==> src/hdl/lsu_pkg.sv <==
package lsu_pkg;

  // Data and address words are both 32 bits wide on this core
  typedef logic [31:0] word_t;
  typedef logic [3:0] strobe_t;
  typedef logic [4:0] reg_index_t;

  // Number of address bits that select a byte within a word
  localparam int ByteOffsetBits = 2;

  // Data RAM region, word organized
  localparam word_t MemBase = 32'h0000_1000;
  localparam int MemWords = 256;
  localparam word_t MemLimit = MemBase + word_t'(MemWords * 4);

  // Width of the word index that the request stage hands to either target
  localparam int IndexBits = $clog2(MemWords);
  typedef logic [IndexBits-1:0] index_t;

  // I/O region with four scratch registers selected by address bits 3 to 2
  localparam word_t IoBase = 32'h0000_2000;
  localparam int IoRegs = 4;
  localparam int IoSelBits = $clog2(IoRegs);

  typedef enum logic [1:0] {
    MEM_OP_LOAD,
    MEM_OP_LOAD_UNSIGNED,
    MEM_OP_STORE
  } mem_op_e;

  typedef enum logic [1:0] {
    MEM_SIZE_BYTE,
    MEM_SIZE_HALF,
    MEM_SIZE_WORD
  } mem_size_e;

  // One memory instruction as it leaves decode
  typedef struct packed {
    mem_op_e    op;
    mem_size_e  size;
    word_t      rs1;
    word_t      rs2;
    word_t      immediate;
    reg_index_t rd;
  } mem_data_t;

  // Registered transaction shared by the request and response sides
  typedef struct packed {
    word_t     address;
    mem_data_t mem_data;
    logic      is_memory;
    word_t     write_data;
    strobe_t   write_strobe;
    logic      misaligned_address;
  } read_write_t;

  typedef struct packed {
    reg_index_t rd;
    word_t      rd_value;
    logic       is_load;
    logic       trap;
    word_t      trap_address;
  } lsu_result_t;

  // True when the address falls inside the data RAM window
  function automatic logic address_is_memory(word_t address);
    return (address >= MemBase) && (address < MemLimit);
  endfunction

endpackage
==> src/hdl/lsu_io_regs.sv <==
module lsu_io_regs (
  input  logic             clk_core,
  input  logic             en_i,
  input  logic             we_i,
  input  lsu_pkg::index_t  index_i,
  input  lsu_pkg::word_t   wdata_i,
  input  lsu_pkg::strobe_t strobe_i,
  output lsu_pkg::word_t   rdata_o
);

  import lsu_pkg::*;

  word_t                scratch [IoRegs];
  logic [IoSelBits-1:0] sel;

  // Only the low index bits decode, so the rest of the I/O region
  // aliases onto the same four registers
  assign sel = index_i[IoSelBits-1:0];

  always_ff @(posedge clk_core) begin
    if (en_i && we_i) begin
      for (int lane = 0; lane < 4; lane++) begin
        if (strobe_i[lane]) begin
          scratch[sel][lane*8 +: 8] <= wdata_i[lane*8 +: 8];
        end
      end
    end
  end

  // Same one cycle read as the data RAM, old value on a write
  always_ff @(posedge clk_core) begin
    if (en_i) begin
      rdata_o <= scratch[sel];
    end
  end

endmodule

==> config.mk <==
export PLATFORM = sky130hd
export DESIGN_NAME = lsu_io_regs
export DESIGN_NICKNAME = d
export VERILOG_FILES = /design/src/hdl/lsu_pkg.sv /design/src/hdl/lsu_io_regs.sv
export SDC_FILE = /design/constraint.sdc
export NUM_CORES = 1
export LEC_CHECK = 0
export BUFFER_PORTS_ARGS = -buffer_cell sky130_fd_sc_hd__buf_2
export CAP_MARGIN = 0
export CORE_MARGIN = 8
export CORE_UTILIZATION = 45
export CTS_CLUSTER_DIAMETER = 150
export DETAILED_ROUTE_END_ITERATION = 12
export PLACE_DENSITY = 0.68
export RECOVER_POWER = 100
export SLEW_MARGIN = 20
export SYNTH_ARGS = -nofsm -noshare
export SYNTH_HDL_FRONTEND = slang
export SYNTH_SLANG_ARGS = --single-unit
==> constraint.sdc <==
create_clock -name clk_core -period 1.6 [get_ports clk_core]
set_input_delay 0.24 -clock clk_core [delete_from_list [all_inputs] [get_ports clk_core]]
set_output_delay 0.24 -clock clk_core [all_outputs]
set_load 0.01 [all_outputs]
==> metrics.yaml <==
pwr:
  finalPower_mw: 9.25
  pwr-share-clk_pct: 44.4
  combPwrFrac_pct: 3.9
  vdd_drop_max_mv: 0.683
  p_seq_share_pct: 51.6
  p_int_mw: 7.50
  power_leakage_nw: 2.19
  p_per_area_nw_per_um2: 1340
  switching_share_pct: 18.9
  power.switching_mw: 1.75
route:
  ant_nets: 0
  drt-total-wl_um: 9730
  vias: 2526
  drt_pre_antenna_iters: 4
  via_per_inst: 4.90
  drc_errors: 0
  wl_per_cell_um: 18.8
  dr.first_iter.drc_count: 179
clock_network:
  clkLatencyLatePin_ps: 410
  clock_sinks: 160
  cts-root-buf: "clkbuf_16"
  clock_path_buffers: 2
  ctsResizeCount: 0
  numCtsBuffers: 17
  cts_tree: "built"
  htree_levels: 4
  path_clk_slew_ps: 60
  cts_setup_buffers: 0
  cts_hold_buf: 0
yosys:
  syn-instance-count: 223
  yosysWarnings: 0
  synth_nets: 270
  synth_xor_area_share_pct: 0
  synth_compound_area_share_pct: 0
  synth_area_um2: 5680
  avgSynthCellArea_um2: 25.5
  yosysSeqAreaShare_pct: 84.6
  synthSimpleGateAreaFrac_pct: 1.78
  ys_seq_elements: 160
  synthMuxAreaShare_pct: 12.7
  synth_fa_ha_area_share_pct: 0
  synth_cell_types: 11
  synth_top_family_by_area: "multiplexers"
final_layout:
  layout_common_cells: "160 x edfxtp_1, 79 x clkbuf_1, 32 x mux4_2"
  drive_gt1_share_pct: 23.5
  multi_input_area_um2: 822
  fillers: 998
  final_common_cell: "edfxtp_1"
  ff_latch_area_um2: 4800
  antennaDiodeCount: 0
  nets: 378
  area_growth_pct: 21.4
sta:
  slew_headroom_pct: 52.8
  fmax_mhz: 747
  rsz0062_at_grt: "no"
  tightest_slew_ps: 708
  finalSetupViolCount: 0
  tns_ps: 0
  post-route-period-util_pct: 83.6
  post-route-min-period_ps: 1340
  finalHoldViolCount: 0
  setup_ws_ps: 262
  skew_ps: 4.55
  final_max_slew_viol_count: 0
grt:
  grt_max_degree: 26
  antenna_found_initial: 0
  grt_pass1_vias: 2775
  grt_overflow_total: 0
  grt_first_pass_wirelength_um: 15000
  grt_use_total_pct: 12.8
outcome:
  status: "finished clean"
die:
  die_area_um2: 16500
  core_area_um2: 12500
  start_util_pct: 45.6
  pin_count: 79
  die_h_um: 128
  fp.dieW_um: 128
  row_count: 41
place:
  place.gp.congestion: 0.660
  dpl.hpwl_um: 6410
  dp_slack_ps: 156
  port_buffers: 72
setup_path:
  worstPathMaxFanout: 21
  critPathRequiredTime_ps: 1650
  crit_type: "in -> reg"
  start_kind: "input port"
  worstPathArrival_ps: 1390
  critPathCaptureType: "flip-flop"
flow_run:
  drv_cap: 0
worst_hold_path:
  hp-class: "in -> reg"
-- state kept, by name, summed over array words and instances (netlist names) --
register / flops
rdata_o: 32
scratch: 128
-- synth_stat cells --
cell type    n  share of area (%)
buf_6        2               0.40
clkbuf_1     1              0.066
edfxtp_1   160                 85
nand3_1      4               0.35
nor2_1      12               0.79
nand2_1      1              0.066
buf_2        4               0.35
buf_4        1               0.13
mux4_2      32                 13
nor3_1       4               0.35
nand2b_1     2               0.22
-- cell families after synthesis --
group / Yosys count
AND/OR/NAND/NOR: 23
flip-flops: 160
multiplexers: 32
buffers and inverters: 8
-- area by class of cell --
| class | count | area share, % |
|---|---|---|
| Sequential cell | 160 | 69.7 |
| Clock buffer | 21 | 6.38 |
| Timing Repair Buffer | 97 | 6.55 |
| Clock inverter | 11 | 2.38 |
| Tap cell | 172 | 3.12 |
| Multi-Input combinational cell | 55 | 11.9 |
-- power by group through the flow --
stage / combinational [mW] / clock (mW) / sequential (mW)
floorplan: 0.163 / 0 / 4.89
global placement: 0.397 / 0 / 4.86
detailed placement: 0.409 / 0 / 4.86
CTS: 0.409 / 4.17 / 4.77
global route: 0.402 / 4.32 / 4.78
finish: 0.364 / 4.11 / 4.77
-- worst paths after layout --
path	slack, ps	from	endpoint	cells past startpoint
worst max-delay path	260	index_i[0]	scratch[2][31]	5
worst min-delay path	80	wdata_i[17]	scratch[0][17]	1
worst max register to register	470	scratch[3][26]	rdata_o[26]	1
worst min register to register	630	scratch[2][16]	rdata_o[16]	1
-- layer usage --
metal	routed length, µm	vias up	global-route usage, %
met5	0	-	0
met4	217	0	7.34
met3	533	13	4.30
met2	5130	57	21.5
met1	3840	1291	14.0
li1	-	1165	-
-- through the flow --
| step | std cells | hold slack [ps] | instance area (µm²) | util (%) |
|---|---|---|---|---|
| 3_5_place_dp | 484 | 459 | 6410 | 51.5 |
| 2_1_floorplan | 223 | 339 | 5680 | - |
| 5_1_grt | 516 | 82.4 | 6900 | 55.3 |
| 3_3_place_gp | 484 | 452 | 6410 | 51.5 |
| 6_report | 516 | 81.0 | 6900 | 55.3 |
| 4_1_cts | 516 | 17.7 | 7020 | 56.3 |
-- worst max-delay path, stage by stage --
cell and delay, ps:
clkbuf_1 150, buf_12 200, nand2b_1 210, nor2_1 140, clkbuf_1 440
Note: power is estimated with default switching activity, not from simulation.
