==> config.mk <==
export PLATFORM = sky130hd
export DESIGN_NAME = lsu_response
export DESIGN_NICKNAME = d
export VERILOG_FILES = /design/src/hdl/lsu_pkg.sv /design/src/hdl/lsu_response.sv
export SDC_FILE = /design/constraint.sdc
export NUM_CORES = 1
export LEC_CHECK = 0
export ABC_AREA = 1
export ABC_CLOCK_PERIOD_IN_PS = 1700
export BUFFER_PORTS_ARGS = -buffer_cell sky130_fd_sc_hd__buf_2
export CORE_AREA = 3 3 122 124
export CTS_CLUSTER_SIZE = 8
export DETAILED_ROUTE_END_ITERATION = 12
export DIE_AREA = 0 0 125 127
export PLACE_DENSITY_LB_ADDON = 0.15
export SYNTH_ARGS = -nofsm -noshare
export SYNTH_HDL_FRONTEND = slang
export SYNTH_SLANG_ARGS = --single-unit
==> constraint.sdc <==
create_clock -name clk_core -period 1.7 [get_ports clk_core]
set_input_delay 0.17 -clock clk_core [delete_from_list [all_inputs] [get_ports clk_core]]
set_output_delay 0.17 -clock clk_core [all_outputs]
set_load 0.1 [all_outputs]
==> src/hdl/lsu_pkg.sv <==
package lsu_pkg;

  // Data and address words are both 32 bits wide on this core
  typedef logic [31:0] word_t;
  typedef logic [3:0] strobe_t;
  typedef logic [4:0] reg_index_t;

  // Number of address bits that select a byte within a word
  localparam int ByteOffsetBits = 2;

  // Data RAM region, word organized
  localparam word_t MemBase = 32'h0000_1000;
  localparam int MemWords = 256;
  localparam word_t MemLimit = MemBase + word_t'(MemWords * 4);

  // Width of the word index that the request stage hands to either target
  localparam int IndexBits = $clog2(MemWords);
  typedef logic [IndexBits-1:0] index_t;

  // I/O region with four scratch registers selected by address bits 3 to 2
  localparam word_t IoBase = 32'h0000_2000;
  localparam int IoRegs = 4;
  localparam int IoSelBits = $clog2(IoRegs);

  typedef enum logic [1:0] {
    MEM_OP_LOAD,
    MEM_OP_LOAD_UNSIGNED,
    MEM_OP_STORE
  } mem_op_e;

  typedef enum logic [1:0] {
    MEM_SIZE_BYTE,
    MEM_SIZE_HALF,
    MEM_SIZE_WORD
  } mem_size_e;

  // One memory instruction as it leaves decode
  typedef struct packed {
    mem_op_e    op;
    mem_size_e  size;
    word_t      rs1;
    word_t      rs2;
    word_t      immediate;
    reg_index_t rd;
  } mem_data_t;

  // Registered transaction shared by the request and response sides
  typedef struct packed {
    word_t     address;
    mem_data_t mem_data;
    logic      is_memory;
    word_t     write_data;
    strobe_t   write_strobe;
    logic      misaligned_address;
  } read_write_t;

  typedef struct packed {
    reg_index_t rd;
    word_t      rd_value;
    logic       is_load;
    logic       trap;
    word_t      trap_address;
  } lsu_result_t;

  // True when the address falls inside the data RAM window
  function automatic logic address_is_memory(word_t address);
    return (address >= MemBase) && (address < MemLimit);
  endfunction

endpackage
==> src/hdl/lsu_response.sv <==
module lsu_response (
  input  logic                 clk_core,
  input  logic                 reset_i,
  input  logic                 flush_i,
  input  logic                 response_valid_i,
  input  lsu_pkg::read_write_t transaction_i,
  input  lsu_pkg::word_t       ram_rdata_i,
  input  lsu_pkg::word_t       io_rdata_i,
  output lsu_pkg::lsu_result_t result_o,
  output logic                 result_valid_o
);

  import lsu_pkg::*;

  read_write_t held_q;
  word_t       read_word;
  word_t       shifted;
  word_t       load_value;
  logic        sign_extend;

  // The transaction is held while the target performs its read, so it
  // lines up with the returned word one cycle later
  always_ff @(posedge clk_core) begin
    if (response_valid_i) begin
      held_q <= transaction_i;
    end
  end

  always_ff @(posedge clk_core) begin
    if (reset_i || flush_i) begin
      result_valid_o <= 1'b0;
    end else begin
      result_valid_o <= response_valid_i;
    end
  end

  always_comb begin
    // Both targets answer every cycle, is_memory says which one was used
    if (held_q.is_memory) begin
      read_word = ram_rdata_i;
    end else begin
      read_word = io_rdata_i;
    end

    // Move the addressed byte or half down to bit 0
    shifted = read_word >> {held_q.address[ByteOffsetBits-1:0], 3'b000};

    sign_extend = held_q.mem_data.op == MEM_OP_LOAD;

    case (held_q.mem_data.size)
      MEM_SIZE_BYTE: load_value = {{24{sign_extend & shifted[7]}}, shifted[7:0]};
      MEM_SIZE_HALF: load_value = {{16{sign_extend & shifted[15]}}, shifted[15:0]};
      default:       load_value = shifted;
    endcase
  end

  always_comb begin
    result_o.rd = held_q.mem_data.rd;
    result_o.rd_value = '0;
    result_o.is_load = 1'b0;
    result_o.trap = 1'b0;
    result_o.trap_address = '0;

    // A trap replaces the load result and carries the faulting address
    if (held_q.misaligned_address) begin
      result_o.trap = 1'b1;
      result_o.trap_address = held_q.address;
    end else if (held_q.mem_data.op != MEM_OP_STORE) begin
      result_o.is_load = 1'b1;
      result_o.rd_value = load_value;
    end
  end

endmodule

==> out/summary.txt <==
Initial antenna violation count -> 1
Pins Over Slew Limit -> 0
Worst setup EP type -> output pin
Top cell type's share of synthesized area -> 41.8%
CTS Buf Count -> 5
Starting density of the core -> 22.2%
Net Sw Frac -> 43.0%
Clock buffer depth -> 2
Net Count, Synth -> 671
Fmax -> 459 MHz
I/O Buffers -> 182
Post-route cell area -> 0.00619 mm2
Core Footprint -> 0.0139 mm2
Pre-CTS WS -> -256 ps
# rows -> 43
Die Y -> 127 um
Number of H-tree levels -> 2
Final hold violation count -> 0
Post-synthesis register bit count -> 44
Switching power -> 2.28 mW
Share of post-route cells with drive strength above 1 -> 55.5%
Slew @ Worst Pin -> 497 ps
DP Area -> 0.00563 mm2
Ys Warns -> 0
CTS root buf -> clkbuf_16
Yosys top cell by area -> edfxtp_1
Pin count of the biggest net entering global routing -> 45
Total GRT Usage -> 14.1%
Startpoint Class -> flip-flop
CP max FO -> 8
Combinational Power Share -> 53.8%
DR WL/cell -> 14.3 um
Fin cells -> 811
Synthesized cell area -> 0.00309 mm2
Slowest-stage cell, CP -> edfxtp_1
Tmin final -> 2180 ps
# nets final -> 871
Ports -> 315
Global placement routability congestion -> 0.957
Final Setup Violations -> 32
Drt initial violations -> 182
Critical path arrival -> 2010 ps
Reg clk slew, reported paths -> 60 ps
Status -> complete, but fails checks
DR pass1 iterations -> 4
Grt ovf -> 0
Total of max-cap violations -> 0
Layout Area Growth over Synthesis -> 101%
RSZ-0062 raised after global routing -> yes
Die width -> 125 um
Top area cells in the synthesized netlist -> edfxtp_1 42%, nand2_1 19%, inv_1 7.5%, a21oi_1 7.3%, nand3_1 5.8%
Mean post-synth cell area -> 7.21 um2
Register share of total power -> 24.8%
Cells after DPL -> 792
Leakage power -> 2.86 nW
VDD IR-drop max -> 0.845 mV
Violated checks -> negative setup slack
Power density cells -> 857 mW/mm2
Critical-path cell list -> buf_4 -> nand2_1 -> nand3_2 -> nand3_4 -> nand2_4 -> nand2_8 -> nand3_4 -> nand2_2 -> clkinvlp_4 -> buf_12
Slowest Stage Delay on Critical Path -> 480 ps
Routed Antenna Nets -> 0
DRC viols -> 0
Vias -> 3497
Internal power -> 3.03 mW
First-pass GRT wire length -> 18200 um
HP Class -> in -> reg
Pwr Total -> 5.31 mW
Synth cell types -> 25
Sequential area share after synthesis -> 42.5%
Hold Slack -> 41.5 ps
Cell mode on critical path -> nand3_4
Vias per cell -> 4.31
TritonCTS clock tree -> done
Worst slew margin -> 67.1%
Worst EP required -> 1530 ps
Buffers and inverters on the worst path -> 3
Final period utilization -> 128%
Setup ws final -> -481 ps
Sink Count -> 44
Family with the most delay on the worst path -> simple AND/OR/NAND/NOR gates
Final WL -> 11600 um
Clk pwr share -> 21.4%
Total die area -> 0.0159 mm2
Vias in the first global route -> 3653
WS Path Type -> reg -> out
Half-perimeter wire length after placement -> 9100 um
Mapped Cells -> 428
## cells in the final DEF (no fill, tap or decap), types with 12 or more instances in the layout
cell type   instances
a21oi_1            24
buf_12             75
buf_2             116
buf_4              31
clkinvlp_4         15
edfxtp_1           43
inv_1              46
nand2_1           128
nand2_2            27
nand3_1            24
nand3_2            12
## registers in the layout, summed over array words and instances, names as in the netlist
register        count
result_o            5
held_q             38
result_valid_o      1
## stage by stage
step | utilization, % | TNS, ps
3_5_place_dp | 40.5 | -4970
4_1_cts | 43.2 | -13330
6_report | 44.6 | -13690
3_3_place_gp | 40.5 | -4560
2_1_floorplan | - | -13470
5_1_grt | 44.6 | -16830
## path summary, 6_finish.rpt
check / startpoint / to / slack (ps) / depth (start not counted)
worst min-delay path: flush_i / result_valid_o / 40 / 2
worst max-delay path: held_q[37] / result_o[51] / -480 / 10
## cells by family after synthesis
group	Yosys count	synth area share (%)
simple gates	223	32.1
buf+inv	100	15.4
compound gates	61	10.1
flops	44	42.5
## per-layer routing
| layer | vias to the layer above | global-route usage [%] | share of wire (%) |
|---|---|---|---|
| met5 | - | 0 | 0.077 |
| met4 | 2 | 4.15 | 1.4 |
| met3 | 13 | 5.77 | 11 |
| met2 | 154 | 24.5 | 48 |
| met1 | 1576 | 16.1 | 39 |
| li1 | 1752 | - | - |
## cells in the mapped netlist
cell type,count
inv_2,3
nand2_2,4
or2_2,7
buf_1,2
edfxtp_1,43
o211ai_1,1
nor2_1,7
buf_6,9
o21ai_0,14
nor3_2,1
a21oi_1,45
dfxtp_1,1
nand3_2,4
buf_4,6
o31ai_1,1
nand2_1,154
nand3_4,1
buf_2,8
nor3b_1,1
clkbuf_1,10
nand2_4,1
nand3_1,36
inv_1,62
nor2_8,1
nor3_1,6
## cell type report
class	instances	area, um2
fill	1402	7690
timing repair buffer	227	2380
multi-input combinational	285	1780
sequential	44	1310
inverter	65	313
tap	180	225
clock buffer	6	139
clock inverter	2	38.8
antenna	2	5.00
## power groups by stage
stage / Combinational, mW / Clock [mW] / Sequential (mW)
6_report: 2.86 / 1.13 / 1.32
5_1_grt: 2.99 / 1.21 / 1.33
4_1_cts: 2.79 / 1.17 / 1.32
3_5_place_dp: 2.70 / 0 / 1.34
3_3_place_gp: 2.70 / 0 / 1.34
2_1_floorplan: 1.72 / 0 / 1.34
## repair_timing
item,in CTS,in global routing
gates resized for setup,39,48
pin swaps,8,11
setup buffers,5,2
hold buffers,0,0
cloned,1,1
endpoints found under the setup margin,32,51
No activity file was read; power rests on OpenSTA's default activity.
