--- src/hdl/lsu_pkg.sv ---
package lsu_pkg;

  // Data and address words are both 32 bits wide on this core
  typedef logic [31:0] word_t;
  typedef logic [3:0] strobe_t;
  typedef logic [4:0] reg_index_t;

  // Number of address bits that select a byte within a word
  localparam int ByteOffsetBits = 2;

  // Data RAM region, word organized
  localparam word_t MemBase = 32'h0000_1000;
  localparam int MemWords = 256;
  localparam word_t MemLimit = MemBase + word_t'(MemWords * 4);

  // Width of the word index that the request stage hands to either target
  localparam int IndexBits = $clog2(MemWords);
  typedef logic [IndexBits-1:0] index_t;

  // I/O region with four scratch registers selected by address bits 3 to 2
  localparam word_t IoBase = 32'h0000_2000;
  localparam int IoRegs = 4;
  localparam int IoSelBits = $clog2(IoRegs);

  typedef enum logic [1:0] {
    MEM_OP_LOAD,
    MEM_OP_LOAD_UNSIGNED,
    MEM_OP_STORE
  } mem_op_e;

  typedef enum logic [1:0] {
    MEM_SIZE_BYTE,
    MEM_SIZE_HALF,
    MEM_SIZE_WORD
  } mem_size_e;

  // One memory instruction as it leaves decode
  typedef struct packed {
    mem_op_e    op;
    mem_size_e  size;
    word_t      rs1;
    word_t      rs2;
    word_t      immediate;
    reg_index_t rd;
  } mem_data_t;

  // Registered transaction shared by the request and response sides
  typedef struct packed {
    word_t     address;
    mem_data_t mem_data;
    logic      is_memory;
    word_t     write_data;
    strobe_t   write_strobe;
    logic      misaligned_address;
  } read_write_t;

  typedef struct packed {
    reg_index_t rd;
    word_t      rd_value;
    logic       is_load;
    logic       trap;
    word_t      trap_address;
  } lsu_result_t;

  // True when the address falls inside the data RAM window
  function automatic logic address_is_memory(word_t address);
    return (address >= MemBase) && (address < MemLimit);
  endfunction

endpackage
--- src/hdl/lsu_address.sv ---
module lsu_address (
  input  logic                clk_core,
  input  logic                reset_i,
  input  logic                flush_i,
  input  logic                request_stall_i,
  input  logic                response_stall_i,
  input  lsu_pkg::mem_data_t  op_i,
  input  logic                valid_i,
  output lsu_pkg::read_write_t transaction_o,
  output logic                request_valid_o,
  output logic                response_valid_o
);

  import lsu_pkg::*;

  word_t       address;
  word_t       write_data;
  strobe_t     write_strobe;
  logic        misaligned;
  read_write_t next_transaction;
  logic        request_valid_q;
  logic        accept;

  // The base always comes from rs1, for loads and stores alike
  assign address = op_i.rs1 + op_i.immediate;

  // Both sides must be free for a new instruction to enter
  assign accept = ~request_stall_i & ~response_stall_i;

  always_comb begin
    // Every access goes out as a full word, so narrow store data is
    // replicated across the word and the strobe marks the live bytes
    write_data = op_i.rs2;
    write_strobe = 4'b1111;
    misaligned = 1'b0;

    case (op_i.size)
      MEM_SIZE_WORD: begin
        // Words need both low address bits clear
        misaligned = address[ByteOffsetBits-1:0] != '0;
      end

      MEM_SIZE_HALF: begin
        write_data = {2{op_i.rs2[15:0]}};
        // Address bit 1 picks the upper or the lower half
        if (address[1]) begin
          write_strobe = 4'b1100;
        end else begin
          write_strobe = 4'b0011;
        end
        misaligned = address[0];
      end

      MEM_SIZE_BYTE: begin
        write_data = {4{op_i.rs2[7:0]}};
        // One strobe bit, walked up by the byte offset
        write_strobe = strobe_t'(4'b0001 << address[ByteOffsetBits-1:0]);
      end

      default: begin
        // Unused size encoding behaves as a word access
        misaligned = address[ByteOffsetBits-1:0] != '0;
      end
    endcase

    next_transaction.address = address;
    next_transaction.mem_data = op_i;
    next_transaction.is_memory = address_is_memory(address);
    next_transaction.write_data = write_data;
    next_transaction.write_strobe = write_strobe;
    next_transaction.misaligned_address = misaligned;
  end

  // Each valid only moves when its own side is not stalled, and it only
  // picks up a new instruction when the other side is free as well
  always_ff @(posedge clk_core) begin
    if (reset_i || flush_i) begin
      request_valid_q <= 1'b0;
      response_valid_o <= 1'b0;
    end else begin
      if (!request_stall_i) begin
        request_valid_q <= valid_i & ~response_stall_i;
      end
      if (!response_stall_i) begin
        response_valid_o <= valid_i & ~request_stall_i;
      end
    end
  end

  // Transaction payload, loaded only on an accepted instruction
  always_ff @(posedge clk_core) begin
    if (accept) begin
      transaction_o <= next_transaction;
    end
  end

  // A flush in the cycle of the target access has to cancel that access,
  // otherwise a store already on its way would still land in memory
  assign request_valid_o = request_valid_q & ~flush_i;

endmodule

--- config.mk ---
export PLATFORM = sky130hd
export DESIGN_NAME = lsu_address
export DESIGN_NICKNAME = d
export VERILOG_FILES = /design/src/hdl/lsu_pkg.sv /design/src/hdl/lsu_address.sv
export SDC_FILE = /design/constraint.sdc
export NUM_CORES = 1
export LEC_CHECK = 0
export ABC_AREA = 1
export BUFFER_PORTS_ARGS = -buffer_cell sky130_fd_sc_hd__buf_2
export CORE_MARGIN = 10
export CORE_UTILIZATION = 45
export CTS_BUF_LIST = sky130_fd_sc_hd__clkbuf_4 sky130_fd_sc_hd__clkbuf_8 sky130_fd_sc_hd__clkbuf_16
export DETAILED_ROUTE_END_ITERATION = 8
export PLACE_DENSITY = 0.76
export SLEW_MARGIN = 0
export SYNTH_ARGS = -nofsm -noshare
export SYNTH_HDL_FRONTEND = slang
export SYNTH_SLANG_ARGS = --single-unit
--- constraint.sdc ---
create_clock -name clk_core -period 7.8 [get_ports clk_core]
set_clock_uncertainty 0.1 [all_clocks]
set_input_delay 0.39 -clock clk_core [delete_from_list [all_inputs] [get_ports clk_core]]
set_output_delay 0.39 -clock clk_core [all_outputs]
set_load 0.02 [all_outputs]
==> results.yml, run 1 <==
cts:
  postCtsSetupBuffers: 0
  cts_tree: "built"
  clk_pin_slew_ns: 0.07
  cts_resized: 0
  cts_buffers: 17
  clk_latency_ns: 0.43
  clockBufferDepth: 2
  ctsHoldBuffers: 0
  cts_max_level: 4
  cts-root-buf: "clkbuf_16"
  cts_sinks: 169
pwr:
  intPower_w: 0.00171
  ir_worst_vdd_v: 0.000147
  pwr-share-seq_pct: 45.4
  power.leakage_nw: 4.90
  pwr_density_cell_nw_per_um2: 235
  p_sw_share_pct: 29.5
  clkPwrFrac_pct: 36.1
  power.switching_w: 0.000714
  combPwrFrac_pct: 18.5
routing:
  drtIter0Drc: 344
  drt-total-wl_um: 24000
  ant_nets: 0
  route.detailed.drc: 0
  vias: 6447
  dr.pass1.iters: 7
  wl_per_cell_um: 18.4
  viasPerCell: 4.93
worst_setup_path:
  r2r_end: "response_valid_o"
  crit_fanout: 4
  r2r_slack_ns: 7.10
  slowest_delay_ns: 0.45
  cp.arrival_ns: 2.46
  cp-start-kind: "input pin"
  worstPathRequired_ns: 7.99
  critical_path.most_common_cell: "nand2_1"
  cp_slowest_cell: "fa_1"
  path_cells: "buf_2, ha_1, fa_1, nand3_1, nand3_2, nand2_1, nand2_1, nand2_1, nand3_2, nand2_1, nand2_1, nor2_1, nand2_1, nor2_1, nand2_1, nor2_1"
  reg2reg_depth: 2
  startpoint: "op_i[5]"
  crit_type: "input pin to flip-flop"
  crit-reg2reg-launch: "response_valid_o"
  critPathCaptureType: "flip-flop"
synth:
  synth_area_um2: 8040
  synth-edff-count: 167
  syn_inst: 773
  ys_async_sr_fraction_pct: 0
  ys_seq_area_share_pct: 62.9
  syn_nets: 916
  synth_seq_cells: 169
  yosys_warnings: 0
  synth.distinct_cells: 34
  ys.flop_type: "edfxtp_1"
  synth.avg_cell_area_um2: 10.4
final_layout:
  drive_gt1_share_pct: 33.4
  syn_to_final_growth_pct: 28.3
  design_area_um2: 10300
  finalNonFillerCells: 1307
  diodes: 0
  num-nets-final: 1212
placement:
  gp_congestion: 0.891
  place_area_um2: 9710
  dp.cells: 1275
  io_buffers: 287
  hpwl_um: 19300
floorplanning:
  core_area_um2: 17400
  fp.dieW_um: 154
  ioPinCount: 288
  start_util_pct: 46.2
  die_h_um: 154
  core.rowCount: 48
  die-area_um2: 23600
sta:
  period_needed_ns: 2.28
  setup_viol: 0
  drv_slew: 0
  tns_ns: 0
  tightest_slew_ns: 1.09
  fmax_ghz: 0.439
  rsz0062_at_grt: "false"
  maxSlewHeadroom_pct: 27.6
  fin_crit_sh_pct: 29.2
  hold_viol_final: 0
hold_path:
  min_path_cells: 1
  hold_class: "input pin to flip-flop"
  hold_start: "op_i[2]"
  hold_path_end: "transaction_o[40]"
global_routing:
  antenna_found_initial: 1
  grt_pass1_wl_um: 36400
  grtUsageTotal_pct: 19.7
  grt-ovfl-total: 0
  grt_max_degree: 86
  grt_pass1_vias: 6496
job:
  maxCapViolations: 0
run_status:
  status: "complete, no violations"
## layout by cell type (no fill, tap or decap), drive strengths merged, types with 2 or more instances in the layout
master / n
a21o: 4
a21oi: 24
a31oi: 2
buf: 289
bufinv: 2
clkbuf: 17
clkinv: 4
dfxtp: 2
edfxtp: 167
ha: 31
inv: 120
nand2: 266
nand3: 38
nand3b: 3
nand4: 9
nor2: 57
nor3: 6
nor4: 2
o211ai: 6
o21ai: 15
o21bai: 3
xor2: 9
## cell type report
type                       instances  area (µm²)
tap                              225         282
timing repair buffer             289        1450
clock inverter                    15         184
fill                            1542        7100
clock buffer                      17         425
inverter                         112         420
multi-input combinational        480        2500
sequential                       169        5050
## cells by family after synthesis
logic type | after synthesis | share of synthesized area [%]
buffers and inverters | 124 | 6.16
xor gates and xnor gates | 10 | 1.09
DFF | 169 | 62.9
adders and majority gates | 32 | 5.07
AOI/OAI and AO/OA | 55 | 3.94
and+or+nand+nor | 383 | 20.9
## registers in the layout, indices dropped and copies added, names as in the netlist
name,count
request_valid_q,1
response_valid_o,1
transaction_o,167
## worst max-delay path, delay by kind of cell
family                     cells  cell delay [ns]
and+or+nand+nor               13             1.24
adders and majority gates      2             0.72
buffers and inverters          1             0.11
## power by group through the flow
| stage | Clock, W | Combinational [W] | Sequential [W] |
|---|---|---|---|
| final | 0.000875 | 0.000447 | 0.00110 |
| after global routing | 0.000933 | 0.000491 | 0.00111 |
| after CTS | 0.000889 | 0.000451 | 0.00110 |
| after detailed placement | 0 | 0.000448 | 0.00112 |
| after global placement | 0 | 0.000443 | 0.00112 |
| after floorplan | 0 | 0.000191 | 0.00121 |
## worst max-delay path by stage
| stage | end | slack (ns) |
|---|---|---|
| after floorplan | request_valid_q | 2.45 |
| after CTS | transaction_o[37] | 5.52 |
| after global routing | transaction_o[37] | 5.33 |
| final | transaction_o[37] | 5.52 |
| after detailed placement | transaction_o[37] | 5.11 |
| after global placement | transaction_o[37] | 5.20 |
## layer usage
metal  part of all wire [%]  vias up  global-route usage, %
li1                       -     3165                      -
met1                     40     3004                   22.7
met2                     50      250                   34.5
met4                    1.3        2                   4.63
met5                  0.075        -                      0
met3                    8.0       26                   6.58
## Yosys cell counts, drive strengths merged, types with 3 or more instances
cell / n / area [µm²]
nand4: 9 / 62.6
nor2: 57 / 254
ha: 31 / 388
xor2: 9 / 78.8
inv: 112 / 420
nand3b: 3 / 35.0
nand2: 266 / 1030
o211ai: 6 / 45.0
o21bai: 3 / 22.5
nor3: 6 / 45.0
o21ai: 15 / 75.1
a21oi: 24 / 124
edfxtp: 167 / 5010
buf: 8 / 60.1
clkbuf: 4 / 15.0
a21o: 4 / 30.0
nand3: 38 / 230
## stage by stage
| stage | hold WS (ns) | util (%) | setup slack, ns | power (W) |
|---|---|---|---|---|
| floorplan | 0.332 | - | 2.45 | 0.00140 |
| global placement | 0.344 | 55.7 | 5.20 | 0.00156 |
| detailed placement | 0.353 | 55.7 | 5.11 | 0.00157 |
| CTS | 0.0223 | 59.2 | 5.52 | 0.00244 |
| global route | 0.0162 | 59.2 | 5.33 | 0.00253 |
| finish | 0.0366 | 59.2 | 5.52 | 0.00242 |
(Power assumes the default switching activity.)
==> run 2, diff against run 1 <==
ABC_AREA = 0   (was 1)
CORE_UTILIZATION = 44   (was 45)
clock period = 1.8 ns   (was 7.8 ns; I/O delays follow)
==> results.yml, run 2 <==
synth:
  synth.avg_cell_area_um2: 15.1
  ys.flop_type: "edfxtp_1"
  synth_seq_cells: 169
  synthTopCellsByArea: "edfxtp_1 (69%), ha_1 (5.3%), a21oi_1 (2.8%)"
  synth.distinct_cells: 50
  yosys_warnings: 0
  yosysTopAreaCell: "edfxtp_1"
  netlist.area_leader.share_pct: 69.0
  synth.most_common_cell: "edfxtp_1"
  ys_top_cells_by_count: "edfxtp_1 (167), a21oi_1 (40), nand2_1 (32)"
  synth_area_um2: 7260
  synth-edff-count: 167
  syn_inst: 482
  syn_nets: 625
  ys_seq_area_share_pct: 69.6
  ys_async_sr_fraction_pct: 0
final_layout:
  largest_reg_flops: 167
  fin_util_pct: 74.3
  reg_top3: "transaction_o (167), request_valid_q (1), response_valid_o (1)"
  num-nets-final: 1151
  finalNonFillerCells: 1238
  largest-register: "transaction_o"
  n_fill_cell: 983
  syn_to_final_growth_pct: 64.1
  layout_commonest_cell: "buf_2"
  drive_gt1_share_pct: 50.0
  final_cell_mix: "buf_2 (284), edfxtp_1 (167), buf_4 (115)"
floorplanning:
  die_h_um: 148
  ioPinCount: 288
  start_util_pct: 45.2
  fp.dieW_um: 148
  core_area_um2: 16100
  die-area_um2: 22000
  core.rowCount: 46
cts:
  cts-root-buf: "clkbuf_16"
  cts_buffers: 17
  cts_sinks: 169
  cts_max_level: 4
  clk_pin_slew_ns: 0.07
  clockBufferDepth: 2
  cts_tree: "built"
  clk_latency_ns: 0.44
sta:
  maxSlewHeadroom_pct: 70.9
  tightest_slew_ns: 0.435
  rsz0062_at_grt: "true"
  setup_viol: 19
  period_needed_ns: 2.82
  fin_crit_sh_pct: 157
  setup_slack_ns: -1.02
  fmax_ghz: 0.355
  hold_viol_final: 0
  drv_slew: 0
routing:
  viasPerCell: 4.98
  drt-total-wl_um: 24100
  vias: 6170
  route.detailed.drc: 0
  dr.pass1.iters: 5
  wl_per_cell_um: 19.5
  drtIter0Drc: 344
  ant_nets: 0
global_routing:
  grt_pass1_wl_um: 36100
  grt_pass1_vias: 6475
  grt-ovfl-total: 0
  grtUsageTotal_pct: 21.0
  grt_max_degree: 83
  antenna_found_initial: 3
hold_path:
  min_path_cells: 4
  hold_path_end: "transaction_o[0]"
  hold_class: "input pin to flip-flop"
  hold_start: "op_i[69]"
pwr:
  pwr_density_cell_nw_per_um2: 926
  ir_worst_vdd_v: 0.000689
  power.leakage_nw: 5.12
worst_setup_path:
  crit_type: "input pin to flip-flop"
  crit-reg2reg-launch: "response_valid_o"
  r2r_end: "response_valid_o"
  critPathCaptureType: "flip-flop"
  r2r_slack_ns: 0.46
  cp.arrival_ns: 2.97
  cp-start-kind: "input pin"
  startpoint: "op_i[5]"
  worstPathRequired_ns: 1.95
  crit_fanout: 2
  reg2reg_depth: 3
run_status:
  status: "complete, but fails checks"
  violations: "setup timing"
placement:
  hpwl_um: 16800
  io_buffers: 287
  gp_congestion: 0.879
  dp.cells: 1090
  pre_cts_slack_ns: -1.43
job:
  maxCapViolations: 0
run 2: worst max path at each step:
stage,depth (start not counted),slack [ns],to
2_1_floorplan,3,-1.38,request_valid_q
3_3_place_gp,13,-1.36,transaction_o[37]
3_5_place_dp,13,-1.43,transaction_o[37]
4_1_cts,12,-0.91,transaction_o[37]
5_1_grt,12,-1.14,transaction_o[37]
6_report,12,-1.02,transaction_o[37]
run 2: routing by layer:
layer / part of all wire, % / track usage [%] / up-vias
met5: 0.066 / 0 / -
li1: - / - / 2911
met4: 2.1 / 7.04 / 4
met2: 54 / 38.5 / 259
met3: 8.7 / 7.58 / 38
met1: 35 / 21.5 / 2958
run 2: worst max-delay path, stage by stage:
cell     delay, ns
buf_6         0.10
ha_4          0.16
fa_2          0.34
a21o_1        0.20
a221o_1       0.35
a32oi_2       0.30
o21ba_4       0.21
xnor2_2       0.11
or4b_4        0.48
nor4_2        0.23
nand4_1       0.16
nor4_2        0.24
run 2: area by class of cell:
cell class	count	area, µm²	area share (%)
Tap cell	216	270	2.27
Clock buffer	17	425	3.57
Timing Repair Buffer	522	3560	29.8
Antenna cell	1	2.50	0.0210
Multi-Input combinational cell	293	2440	20.4
Clock inverter	15	160	1.34
Inverter	5	18.8	0.157
Sequential cell	169	5050	42.4
run 2: power by group:
group / internal, W / switching (W) / leakage, nW / total [W]
clock network: 0.00196 / 0.00164 / 0.276 / 0.00361
logic: 0.00123 / 0.00143 / 3.26 / 0.00265
registers: 0.00470 / 0.0000816 / 1.58 / 0.00478
total: 0.00789 / 0.00315 / 5.12 / 0.0110
run 2: through the flow:
step | hold slack, ns | setup TNS [ns] | total power, W | instance area, µm²
after floorplan | 0.0628 | -222.62 | 0.00604 | 7360
final | 0.0122 | -6.93 | 0.0110 | 11900
after global placement | 0.166 | -15.06 | 0.00706 | 9910
after global routing | 0.0349 | -8.00 | 0.0115 | 11900
after CTS | 0.0149 | -4.64 | 0.0110 | 11800
after detailed placement | 0.169 | -15.94 | 0.00711 | 9910
run 2: cells by family (layout without fill, tap and decap cells):
kind of cell,after synthesis,in the layout,synth area share [%]
compound gates,105,105,9.27
xor+xnor,28,28,3.38
fa+ha+maj,32,32,5.61
buf+inv,20,559,1.46
flops,169,169,69.6
mux,27,27,4.00
other cells,0,1,0
simple gates,101,101,6.70
run 2: repair_timing:
item / 4_1_cts / 5_1_grt
buffers inserted: 8 / 2
endpoints found under the hold margin: 130 / 0
hold buffers: 108 / 0
gates resized for setup: 37 / 17
setup endpoints to repair: 19 / 19
pin swaps: 25 / 12
